[src/design/isa_pkg.sv]
/*
 * RV32I integer ALU subset
 * opcodes, function codes and ALU operation encodings,
 * plus the R-type / I-type views of one instruction word
 */

package isa_pkg;

	// data word width
	localparam int xlen = 32;

	typedef logic [4:0] reg_idx_t;

	//////////////////////////////
	// ALU operations
	//////////////////////////////

	typedef enum logic [3:0] {
		alu_add,
		alu_sub,
		alu_sll,
		alu_slt,
		alu_sltu,
		alu_xor,
		alu_srl,
		alu_sra,
		alu_or,
		alu_and
	} alu_op_e;

	// accepted major opcodes
	localparam logic [6:0] opcode_op     = 7'b0110011;
	localparam logic [6:0] opcode_op_imm = 7'b0010011;

	// funct3 groups, shared by OP and OP-IMM
	localparam logic [2:0] f3_add_sub = 3'b000;
	localparam logic [2:0] f3_sll     = 3'b001;
	localparam logic [2:0] f3_slt     = 3'b010;
	localparam logic [2:0] f3_sltu    = 3'b011;
	localparam logic [2:0] f3_xor     = 3'b100;
	localparam logic [2:0] f3_srl_sra = 3'b101;
	localparam logic [2:0] f3_or      = 3'b110;
	localparam logic [2:0] f3_and     = 3'b111;

	// funct7 values, also the upper immediate of shift-immediates
	localparam logic [6:0] f7_base = 7'b0000000;
	localparam logic [6:0] f7_alt  = 7'b0100000;

	//////////////////////////////
	// instruction layouts
	//////////////////////////////

	typedef struct packed {
		logic [6:0] funct7;
		reg_idx_t   rs2;
		reg_idx_t   rs1;
		logic [2:0] funct3;
		reg_idx_t   rd;
		logic [6:0] opcode;
	} instr_r_t;

	typedef struct packed {
		logic [11:0] imm12;
		reg_idx_t    rs1;
		logic [2:0]  funct3;
		reg_idx_t    rd;
		logic [6:0]  opcode;
	} instr_i_t;

	// same 32 bits, two decodings
	typedef union packed {
		instr_r_t r;
		instr_i_t i;
	} instr_u;

endpackage

[src/design/bus_map_pkg.sv]
/*
 * APB register map of the ALU core
 * bus widths, instruction port, status word and register window
 */

package bus_map_pkg;

	localparam int apb_addr_w = 12;
	localparam int apb_data_w = 32;

	// write-only instruction port
	localparam logic [apb_addr_w-1:0] addr_instr = 12'h000;

	// status: count in 7:0, sticky illegal flag in bit 8
	localparam logic [apb_addr_w-1:0] addr_status = 12'h004;

	// x[i] read at base + 4*i
	localparam logic [apb_addr_w-1:0] addr_reg_base = 12'h080;

	// committed instruction counter, wraps
	localparam int commit_cnt_w = 8;

endpackage

[src/design/instr_decode.sv]
/*
 * Instruction decode stage
 * takes instruction words from APB writes, splits R and I formats,
 * maps funct3/funct7 to an ALU op and flags illegal words
 */

`timescale 1ns/1ps

module instr_decode (
	input  logic                               clock,
	input  logic                               rst_n,
	input  logic                               psel,
	input  logic                               penable,
	input  logic                               pwrite,
	input  logic [bus_map_pkg::apb_addr_w-1:0] paddr,
	input  logic [bus_map_pkg::apb_data_w-1:0] pwdata,
	output logic                               pslverr,
	output logic                               illegal_seen,
	output logic                               d_valid,
	output isa_pkg::alu_op_e                   d_op,
	output isa_pkg::reg_idx_t                  d_rs1,
	output isa_pkg::reg_idx_t                  d_rs2,
	output isa_pkg::reg_idx_t                  d_rd,
	output logic                               d_use_imm,
	output logic [isa_pkg::xlen-1:0]           d_imm
);
	import isa_pkg::*;
	import bus_map_pkg::*;

	instr_u          word;
	logic            accept;
	logic            is_op;
	logic            is_op_imm;
	logic [6:0]      imm_hi;
	logic            shift_alt;
	logic            r_legal;
	logic            i_legal;
	logic            legal;
	logic            illegal;
	alu_op_e         dec_op;
	logic [xlen-1:0] imm_sext;

	// write access phase to the instruction port
	assign accept = psel & penable & pwrite & (paddr == addr_instr);

	assign word      = pwdata;
	assign is_op     = (word.r.opcode == opcode_op);
	assign is_op_imm = (word.i.opcode == opcode_op_imm);

	// upper immediate, only meaningful for shift-immediates
	assign imm_hi   = word.i.imm12[11:5];
	assign imm_sext = {{(xlen-12){word.i.imm12[11]}}, word.i.imm12};

	// sra when the upper seven bits hold the alt code
	assign shift_alt = (word.r.funct7 == f7_alt);

	//////////////////////////////
	// legality
	//////////////////////////////

	// R-type: funct7 zero, or alt form for sub / sra only
	assign r_legal = (word.r.funct7 == f7_base) ||
		((word.r.funct7 == f7_alt) &&
		((word.r.funct3 == f3_add_sub) || (word.r.funct3 == f3_srl_sra)));

	// I-type: only the shifts restrict the upper immediate
	always_comb begin
		case (word.i.funct3)
			f3_sll:     i_legal = (imm_hi == f7_base);
			f3_srl_sra: i_legal = (imm_hi == f7_base) || (imm_hi == f7_alt);
			default:    i_legal = 1'b1;
		endcase
	end

	// bad opcode also lands here
	assign legal   = (is_op & r_legal) | (is_op_imm & i_legal);
	assign illegal = accept & ~legal;

	// error in the same access phase, flag pulse to the result stage
	assign pslverr      = illegal;
	assign illegal_seen = illegal;

	//////////////////////////////
	// op mapping
	//////////////////////////////

	always_comb begin
		case (word.r.funct3)
			// no subi, so alt only counts for R-type
			f3_add_sub: dec_op = (is_op && word.r.funct7 == f7_alt) ? alu_sub : alu_add;
			f3_sll:     dec_op = alu_sll;
			f3_slt:     dec_op = alu_slt;
			f3_sltu:    dec_op = alu_sltu;
			f3_xor:     dec_op = alu_xor;
			f3_srl_sra: dec_op = shift_alt ? alu_sra : alu_srl;
			f3_or:      dec_op = alu_or;
			default:    dec_op = alu_and;
		endcase
	end

	//////////////////////////////
	// decode stage register
	//////////////////////////////

	always_ff @(posedge clock or negedge rst_n) begin
		if (!rst_n) begin
			d_valid <= 1'b0;
		end else begin
			// one-cycle valid per accepted legal word
			d_valid <= accept & legal;
		end
	end

	// payload, loaded only with a legal word
	always_ff @(posedge clock) begin
		if (accept && legal) begin
			d_op      <= dec_op;
			d_rs1     <= word.r.rs1;
			d_rs2     <= word.r.rs2;
			d_rd      <= word.r.rd;
			d_use_imm <= is_op_imm;
			d_imm     <= imm_sext;
		end
	end

endmodule

[src/design/alu_execute.sv]
/*
 * Execute stage
 * reads operands from the register file, bypasses its own
 * last result, computes the ALU op and registers the result
 */

`timescale 1ns/1ps

module alu_execute (
	input  logic                     clock,
	input  logic                     rst_n,
	input  logic                     d_valid,
	input  isa_pkg::alu_op_e         d_op,
	input  isa_pkg::reg_idx_t        d_rs1,
	input  isa_pkg::reg_idx_t        d_rs2,
	input  isa_pkg::reg_idx_t        d_rd,
	input  logic                     d_use_imm,
	input  logic [isa_pkg::xlen-1:0] d_imm,
	input  logic [isa_pkg::xlen-1:0] rs1_data,
	input  logic [isa_pkg::xlen-1:0] rs2_data,
	output isa_pkg::reg_idx_t        rs1_idx,
	output isa_pkg::reg_idx_t        rs2_idx,
	output logic                     x_valid,
	output isa_pkg::reg_idx_t        x_rd,
	output logic [isa_pkg::xlen-1:0] x_result
);
	import isa_pkg::*;

	logic            byp_a;
	logic            byp_b;
	logic [xlen-1:0] op_a;
	logic [xlen-1:0] rs2_val;
	logic [xlen-1:0] op_b;
	logic [4:0]      shamt;
	logic [xlen-1:0] alu_out;

	// register file read ports
	assign rs1_idx = d_rs1;
	assign rs2_idx = d_rs2;

	//////////////////////////////
	// operand select
	//////////////////////////////

	// last result not yet in the register file
	// x0 results are never written, so never forwarded
	assign byp_a = x_valid && (x_rd != '0) && (x_rd == d_rs1);
	assign byp_b = x_valid && (x_rd != '0) && (x_rd == d_rs2);

	assign op_a    = byp_a ? x_result : rs1_data;
	assign rs2_val = byp_b ? x_result : rs2_data;

	// immediate replaces rs2 for OP-IMM
	assign op_b = d_use_imm ? d_imm : rs2_val;

	// shifts use low 5 bits only
	assign shamt = op_b[4:0];

	//////////////////////////////
	// ALU
	//////////////////////////////

	always_comb begin
		case (d_op)
			alu_add:  alu_out = op_a + op_b;
			alu_sub:  alu_out = op_a - op_b;
			alu_sll:  alu_out = op_a << shamt;
			alu_slt:  alu_out = {{(xlen-1){1'b0}}, $signed(op_a) < $signed(op_b)};
			alu_sltu: alu_out = {{(xlen-1){1'b0}}, op_a < op_b};
			alu_xor:  alu_out = op_a ^ op_b;
			alu_srl:  alu_out = op_a >> shamt;
			// arithmetic, sign bit fills
			alu_sra:  alu_out = $signed(op_a) >>> shamt;
			alu_or:   alu_out = op_a | op_b;
			alu_and:  alu_out = op_a & op_b;
			default:  alu_out = '0;
		endcase
	end

	//////////////////////////////
	// execute stage register
	//////////////////////////////

	always_ff @(posedge clock or negedge rst_n) begin
		if (!rst_n) begin
			x_valid <= 1'b0;
		end else begin
			x_valid <= d_valid;
		end
	end

	// result and destination follow the valid bit
	always_ff @(posedge clock) begin
		if (d_valid) begin
			x_rd     <= d_rd;
			x_result <= alu_out;
		end
	end

endmodule

[src/design/result_regfile.sv]
/*
 * Result stage and register file
 * 32 x xlen registers with x0 tied to zero, commit counter,
 * sticky illegal flag and the APB read mux
 */

`timescale 1ns/1ps

module result_regfile (
	input  logic                               clock,
	input  logic                               rst_n,
	input  logic                               x_valid,
	input  isa_pkg::reg_idx_t                  x_rd,
	input  logic [isa_pkg::xlen-1:0]           x_result,
	input  logic                               illegal_seen,
	input  isa_pkg::reg_idx_t                  rs1_idx,
	input  isa_pkg::reg_idx_t                  rs2_idx,
	input  logic                               psel,
	input  logic                               penable,
	input  logic                               pwrite,
	input  logic [bus_map_pkg::apb_addr_w-1:0] paddr,
	output logic [isa_pkg::xlen-1:0]           rs1_data,
	output logic [isa_pkg::xlen-1:0]           rs2_data,
	output logic [bus_map_pkg::apb_data_w-1:0] prdata
);
	import isa_pkg::*;
	import bus_map_pkg::*;

	// window index sits in paddr above the byte offset
	localparam int win_lsb = 2 + $bits(reg_idx_t);

	// x0 has no storage
	logic [xlen-1:0]         regs [1:31];
	logic [commit_cnt_w-1:0] commit_cnt;
	logic                    illegal_flag;
	logic [apb_data_w-1:0]   status_word;
	logic                    rd_access;
	logic                    win_hit;
	reg_idx_t                win_idx;

	//////////////////////////////
	// commit
	//////////////////////////////

	always_ff @(posedge clock) begin
		if (x_valid && x_rd != '0) begin
			regs[x_rd] <= x_result;
		end
	end

	always_ff @(posedge clock or negedge rst_n) begin
		if (!rst_n) begin
			commit_cnt   <= '0;
			illegal_flag <= 1'b0;
		end else begin
			// wraps, x0 writes still count
			if (x_valid) begin
				commit_cnt <= commit_cnt + 1'b1;
			end
			if (illegal_seen) begin
				illegal_flag <= 1'b1;
			end
		end
	end

	// operand read ports, x0 reads zero
	assign rs1_data = (rs1_idx == '0) ? '0 : regs[rs1_idx];
	assign rs2_data = (rs2_idx == '0) ? '0 : regs[rs2_idx];

	//////////////////////////////
	// APB read
	//////////////////////////////

	always_comb begin
		status_word                   = '0;
		status_word[commit_cnt_w-1:0] = commit_cnt;
		status_word[commit_cnt_w]     = illegal_flag;
	end

	assign rd_access = psel & penable & ~pwrite;

	// word-aligned hit in the register window
	assign win_hit = (paddr[apb_addr_w-1:win_lsb] == addr_reg_base[apb_addr_w-1:win_lsb]) &&
		(paddr[1:0] == 2'b00);
	assign win_idx = paddr[win_lsb-1:2];

	// unmapped reads return zero
	always_comb begin
		prdata = '0;
		if (rd_access) begin
			if (paddr == addr_status) begin
				prdata = status_word;
			end else if (win_hit && win_idx != '0) begin
				prdata = regs[win_idx];
			end
		end
	end

endmodule

[src/design/alu_core.sv]
/*
 * ALU core top level
 * instructions enter as APB writes, then pass through
 * decode, execute and the result / register file stage
 * APB reads return registers or the status word
 */

`timescale 1ns/1ps

module alu_core (
	input  logic                               clock,
	input  logic                               rst_n,
	input  logic                               psel,
	input  logic                               penable,
	input  logic                               pwrite,
	input  logic [bus_map_pkg::apb_addr_w-1:0] paddr,
	input  logic [bus_map_pkg::apb_data_w-1:0] pwdata,
	output logic [bus_map_pkg::apb_data_w-1:0] prdata,
	output logic                               pready,
	output logic                               pslverr
);
	import isa_pkg::*;

	// decode -> execute
	logic            d_valid;
	alu_op_e         d_op;
	reg_idx_t        d_rs1;
	reg_idx_t        d_rs2;
	reg_idx_t        d_rd;
	logic            d_use_imm;
	logic [xlen-1:0] d_imm;

	// execute -> result
	logic            x_valid;
	reg_idx_t        x_rd;
	logic [xlen-1:0] x_result;

	// operand read ports
	reg_idx_t        rs1_idx;
	reg_idx_t        rs2_idx;
	logic [xlen-1:0] rs1_data;
	logic [xlen-1:0] rs2_data;

	// decode -> result
	logic            illegal_seen;

	// no wait states
	assign pready = 1'b1;

	//////////////////////////////
	// stages
	//////////////////////////////

	instr_decode u_decode (
		.clock        (clock),
		.rst_n        (rst_n),
		.psel         (psel),
		.penable      (penable),
		.pwrite       (pwrite),
		.paddr        (paddr),
		.pwdata       (pwdata),
		.pslverr      (pslverr),
		.illegal_seen (illegal_seen),
		.d_valid      (d_valid),
		.d_op         (d_op),
		.d_rs1        (d_rs1),
		.d_rs2        (d_rs2),
		.d_rd         (d_rd),
		.d_use_imm    (d_use_imm),
		.d_imm        (d_imm)
	);

	alu_execute u_execute (
		.clock     (clock),
		.rst_n     (rst_n),
		.d_valid   (d_valid),
		.d_op      (d_op),
		.d_rs1     (d_rs1),
		.d_rs2     (d_rs2),
		.d_rd      (d_rd),
		.d_use_imm (d_use_imm),
		.d_imm     (d_imm),
		.rs1_data  (rs1_data),
		.rs2_data  (rs2_data),
		.rs1_idx   (rs1_idx),
		.rs2_idx   (rs2_idx),
		.x_valid   (x_valid),
		.x_rd      (x_rd),
		.x_result  (x_result)
	);

	result_regfile u_result (
		.clock        (clock),
		.rst_n        (rst_n),
		.x_valid      (x_valid),
		.x_rd         (x_rd),
		.x_result     (x_result),
		.illegal_seen (illegal_seen),
		.rs1_idx      (rs1_idx),
		.rs2_idx      (rs2_idx),
		.psel         (psel),
		.penable      (penable),
		.pwrite       (pwrite),
		.paddr        (paddr),
		.rs1_data     (rs1_data),
		.rs2_data     (rs2_data),
		.prdata       (prdata)
	);

endmodule

[config.mk]
export PLATFORM = sky130hd
export DESIGN_NAME = alu_core
export DESIGN_NICKNAME = d
export VERILOG_FILES = /design/src/design/isa_pkg.sv /design/src/design/bus_map_pkg.sv /design/src/design/instr_decode.sv /design/src/design/alu_execute.sv /design/src/design/result_regfile.sv /design/src/design/alu_core.sv
export SDC_FILE = /design/constraint.sdc
export NUM_CORES = 2
export LEC_CHECK = 0
export BUFFER_PORTS_ARGS = -buffer_cell sky130_fd_sc_hd__buf_2
export CAP_MARGIN = 15
export CORE_UTILIZATION = 60
export CTS_CLUSTER_DIAMETER = 40
export DETAILED_ROUTE_END_ITERATION = 10
export PLACE_DENSITY = 0.76
export SETUP_SLACK_MARGIN = 0.2
export SLEW_MARGIN = 30
export SYNTH_ARGS = -nofsm -noshare
export SYNTH_HDL_FRONTEND = slang
export SYNTH_SLANG_ARGS = --single-unit
[constraint.sdc]
create_clock -name clock -period 6.8 [get_ports clock]
set_input_delay 1.36 -clock clock [delete_from_list [all_inputs] [get_ports clock]]
set_output_delay 1.36 -clock clock [all_outputs]
set_load 0.01 [all_outputs]
# [After elaboration in Yosys (flattened, before gate mapping)]
# Memories as Yosys holds them, arrays and structs flattened. A register that Yosys moved wholly into a read port is not among the register bits.
# Index checks and enable logic that the tools add are counted.
[totals] latchBits=0 register_bits=80 memories=1 mem_bits_ro=0 mem_bits_rw=992 out_inout_bits=34
[op_classes] mul=0 shifts=3 mux=17 div_mod_pow=0 addsub=3 n_eq_ne=22 n_lt_le_gt_ge=2 bitwise=14 reduce_logical=20
[mem_list] name="u_result.regs" words=31 word_bits=32 read_ports=3 rd_ports_with_merged_regs=2 write_ports=1 line="result_regfile.sv:33" rtl="logic [xlen-1:0] regs [1:31];"
[op_table] cell="one-hot mux 32 bit (10 select lines)" count=1
[op_table] cell="2-to-1 mux 32 bit" count=8
[op_table] cell="< comparator 32 bit" count=2
[op_table] cell="adder 32 bit" count=1
[op_table] cell="AND 32 bit" count=1
[op_table] cell="bitwise OR 32 bit" count=1
[op_table] cell="<< shifter 32 x 5 -> 32 bit" count=1
[op_table] cell="right shift 32 x 5 -> 32 bit" count=1
[op_table] cell=">>> shifter 32 x 5 -> 32 bit" count=1
[op_table] cell="subtractor 32 bit" count=1
[op_table] cell="XOR 32 bit" count=1
[op_table] cell="one-hot mux 4 bit (7 select lines)" count=1
[op_table] cell="equality test 4 x 3 -> 1 bit (second input constant)" count=4
[op_table] cell="equality test 7 x 6 -> 1 bit (second input constant)" count=2
[op_table] cell="equality test 12 x 3 -> 1 bit (second input constant)" count=1
[op_table] cell="logical NOT 12 bit" count=1
[op_table] cell="equality test 5 bit" count=2
[op_table] cell="logical NOT 5 bit" count=2
[op_table] cell="2-to-1 mux 5 bit" count=2
[op_table] cell="nonzero test 5 bit" count=2
[op_table] cell="equality test 3 bit (second input constant)" count=3
[op_table] cell="adder 8 x 1 -> 8 bit (second input constant)" count=1
[op_table] cell="AND 1 bit" count=8
[op_table] cell="equality test 4 x 2 -> 1 bit (second input constant)" count=2
[op_table] cell="other kinds (16)" count=31

# [Longest topological paths before layout]
[logic_depth] word_depth=8 ltp_mapped=26 ltp_nobuf=20

# [By module]
# From an unflattened synthesis, not the netlist that was laid out.
[hier_totals] cells_unflattened=4699 hier_area_um2=67622.4
[by_module_without_submodules] mod="result_regfile" cells_each=3017 area_each_um2=54512.3 instances=1
[by_module_without_submodules] mod="alu_execute" cells_each=1596 area_each_um2=11845.1 instances=1
[by_module_without_submodules] mod="instr_decode" cells_each=84 area_each_um2=1253.7 instances=1
[by_module_without_submodules] mod="alu_core" cells_each=2 area_each_um2=11.3 instances=1

# [Worst setup path after synthesis]
# Ideal clock, no wire load.
[synth_timing] kind="reg2reg" from="register with a tool-made name" to="register u_execute.x_result[27] (netlist name) (data pin)" path_buffers=7 path_stages_with_launch=25 period_less_slack_ns=6.289 slack_ns=0.511 arrival_time_ns=6.030 path_cell_list="dfxtp_1 > buf_2 > buf_6 > buf_4 > buf_2 > clkbuf_1 > buf_1 > mux4_2 > mux4_2 > mux2i_1 > o21ai_0 > mux2_2 > ha_1 > clkbuf_1 > nor4_1 > nand2b_1 > a211o_1 > nand2_1 > o21ai_0 > a2111oi_0 > nor2_1 > o21ai_0 > a22oi_1 > xor2_1 > a211o_1"
[synth_lines] item="to (signal assigned)" line="alu_execute.sv:96" rtl="x_result <= alu_out;"
[synth_lines] item="to (decl)" line="alu_execute.sv:25" rtl="output logic [isa_pkg::xlen-1:0] x_result"

==> flow_metrics.py <==
metrics = {
    "setup_path": {
        "slowest_stage": "dfxtp_4",
        "reg2regPathDepth": 19,
        "critical_path_buf_inv_count": 3,
        "arrival_ps": 7030,
        "cp_common_cell": "a2111oi_0",
        "crit_cells": 19,
        "endpoint_kind": "flip-flop",
        "crit_family": "compound AO/OA/AOI/OAI gates",
        "critPathKind": "flip-flop to flip-flop",
        "path_cells": "buf_12 > mux4_2 > a22oi_1 > nand2_1 > a222oi_1 > inv_1 > ha_1 > nor2b_1 > nor3_1 > nand4b_1 > a2111oi_0 > buf_4 > nor3_2 > o21ai_0 > a311o_1 > a21oi_1 > o21bai_1 > a2111oi_0 > or3_1",
        "crit_required_ps": 7310,
        "worst-path-max-fanout": 49,
        "start_kind": "flip-flop",
        "critPathMaxStageDelay_ps": 970,
    },
    "timing": {
        "setup-violations-final": 0,
        "clock_skew_ps": 46.0,
        "grt_setup_unrepaired": "true",
        "fin_crit_sh_pct": 95.9,
        "hold_viol": 0,
        "max-slew-margin-rel_pct": 24.0,
        "fmax_ghz": 0.153,
        "tightest_slew_ps": 1110,
        "finalSetupTns_ps": 0,
        "min_period_ps": 6520,
        "drv_slew": 0,
    },
    "power_and_ir_drop": {
        "peakVddDrop_uv": 259,
        "pwr-share-seq_pct": 44.9,
        "power_switching_share_pct": 22.3,
        "p_int_w": 0.0124,
        "p_sw_w": 0.00356,
        "p_clk_share_pct": 52.2,
        "power.leakage_nw": 26.2,
        "pwr-share-comb_pct": 2.9,
        "p_per_area_nw_per_um2": 211,
    },
    "grt": {
        "grt_max_degree": 106,
        "grt_pass1_wl_um": 351000,
        "track_usage_pct": 44.4,
        "grt_pass1_vias": 49100,
        "overflow": 0,
        "antenna_found_initial": 17,
    },
    "die": {
        "die_area_um2": 112000,
        "die_h_um": 334,
        "die_w_um": 334,
        "row_count": 121,
        "core_um2": 109000,
        "start_util_pct": 60.7,
        "io_pins": 83,
    },
    "detailed_routing": {
        "route.met2.wl_um": 106000,
        "initialDrtViolationCount": 9873,
        "antenna_left": 0,
        "wl_per_cell_um": 39.5,
        "drt_first_pass_iters": 9,
        "vias": 50400,
        "drc_errors": 0,
        "wl_met3_um": 42500,
        "highest_layer": "met5",
        "wl_met1_um": 79900,
        "via_per_inst": 8.04,
        "wl_um": 248000,
    },
    "clock_tree": {
        "clock-sinks": 1077,
        "root_buffer": "clkbuf_16",
        "cts_max_level": 4,
        "cts_max_path_buffers": 3,
        "hold_buffers": 0,
        "cts_tree": "built",
        "cts_made_buffers": 149,
        "clkTransAtPathRegs_ps": 60,
        "clk_latency_ps": 810,
    },
    "yosys": {
        "synthTopCellsByCount": "edfxtp_1 (1,056), mux4_2 (745), nor2_1 (360)",
        "async_flop_share_pct": 1.02,
        "synthTopCellsByArea": "edfxtp_1 (48%), mux4_2 (25%), mux2i_1 (5.4%), nor2_1 (2.0%), ha_1 (1.9%)",
        "synth_enable_flop_cells": 1056,
        "synth_most_common_cell": "edfxtp_1",
        "synth_ff_type": "edfxtp_1",
        "synth_top_area_share_pct": 47.9,
        "synth_area_leader_cell": "edfxtp_1",
        "syn_area_um2": 66300,
        "syn_inst": 4494,
        "syn_nets": 4646,
        "syn_area_per_cell_um2": 14.7,
        "yosysSeqAreaShare_pct": 48.6,
        "yosys_warnings": 0,
        "synth-seq-cells": 1077,
        "synth_cell_types": 98,
    },
    "placement": {
        "gp_congestion": 1.01,
        "dpl.hpwl_um": 152000,
        "dp.cells": 5974,
        "portBuffers": 81,
    },
    "layout": {
        "instances_no_fill": 6276,
        "drive_above_1_share_pct": 32.5,
        "post-route-util_pct": 69.4,
        "syn2layout_area_growth_pct": 14.3,
        "nets": 4823,
        "fill_cells": 6870,
    },
    "run": {
        "cap_violations": 0,
    },
    "min_path": {
        "hold_path_class": "input pin to async pin",
    },
    "outcome": {
        "status": "completed",
    },
}
-- registers in the layout, summed over array words and instances, names as in the netlist, named ones only --
register / count
u_decode.d_rd: 5
u_result.regs: 992
u_decode.d_valid: 1
u_decode.d_use_imm: 1
u_execute.x_result: 32
u_decode.d_rs1: 5
u_result.commit_cnt: 8
u_execute.x_valid: 1
u_decode.d_imm: 12
u_execute.x_rd: 5
u_decode.d_op: 4
u_result.illegal_flag: 1
-- layout make-up --
class,instances,area [um2],area share (%)
clock buffers,163,3820,5.05
clock inverters,114,1570,2.07
multi-input cells,2946,32300,42.7
well taps,1476,1850,2.44
repair buffers,405,3600,4.75
inverters,92,349,0.461
flip-flops and latches,1077,32200,42.5
diodes,3,7.51,0.00991
-- logic make-up after synthesis --
| family | after synthesis | synth area share (%) |
|---|---|---|
| other cells | 1 | 0.00566 |
| compound gates | 807 | 8.25 |
| fa+ha+maj | 103 | 1.97 |
| mux | 1172 | 31.9 |
| simple gates | 818 | 5.60 |
| flops | 1077 | 48.6 |
| buf+inv | 471 | 3.10 |
| xor+xnor | 45 | 0.595 |
-- per-stage QoR --
step | hold slack [ps] | worst slack [ps] | power, W | cell area [um2]
2_1_floorplan | 400 | 511 | 0.00762 | 66300
3_3_place_gp | 463 | 561 | 0.00775 | 69600
3_5_place_dp | 431 | 500 | 0.00776 | 70100
4_1_cts | 460 | 433 | 0.0159 | 75500
5_1_grt | 461 | 219 | 0.0162 | 75700
6_report | 456 | 278 | 0.0160 | 75700
-- worst paths after layout --
path                                            start                                  to  slack (ps)
min reg2reg                u_decode.d_rd[3]$_DFFE_PP_         u_execute.x_rd[3]$_DFFE_PP_         460
min in group clock         u_decode.d_rd[3]$_DFFE_PP_         u_execute.x_rd[3]$_DFFE_PP_         460
max reg2reg                                 flip-flop     u_execute.x_result[0]$_DFFE_PP_         280
max in group asynchronous                       rst_n          u_decode.d_valid$_DFF_PN0_        6090
max                                         flip-flop     u_execute.x_result[0]$_DFFE_PP_         280
min                                             rst_n  u_result.commit_cnt[0]$_DFFE_PN0P_         460
-- repair_timing --
| item | CTS | global route |
|---|---|---|
| gates resized for setup | 0 | 7 |
| endpoints found under the hold margin | 0 | 0 |
| buffers inserted | 0 | 13 |
| setup endpoints to repair | 0 | 6 |
-- power groups by stage --
| stage | Clock [W] | Sequential, W | Combinational (W) |
|---|---|---|---|
| floorplan | 0 | 0.00732 | 0.000306 |
| global placement | 0 | 0.00731 | 0.000439 |
| detailed placement | 0 | 0.00731 | 0.000444 |
| CTS | 0.00832 | 0.00718 | 0.000451 |
| global route | 0.00858 | 0.00717 | 0.000472 |
| finish | 0.00833 | 0.00718 | 0.000461 |
-- cells in the final DEF (no fill, tap or decap), types with 83 or more instances in the layout --
cell and instances:
a21oi_1 233, buf_4 257, clkbuf_16 151, edfxtp_1 1056, ha_1 101, inv_1 84
mux2i_1 353, mux4_2 745, nand2_1 185, nor2_1 325, o21ai_0 83
-- layer usage --
layer | vias up | track usage, %
li1 | 19000 | -
met1 | 24800 | 57.5
met2 | 5362 | 62.8
met3 | 1224 | 16.9
met4 | 18 | 28.6
met5 | - | 0
Power figures use the tool's default switching activity.
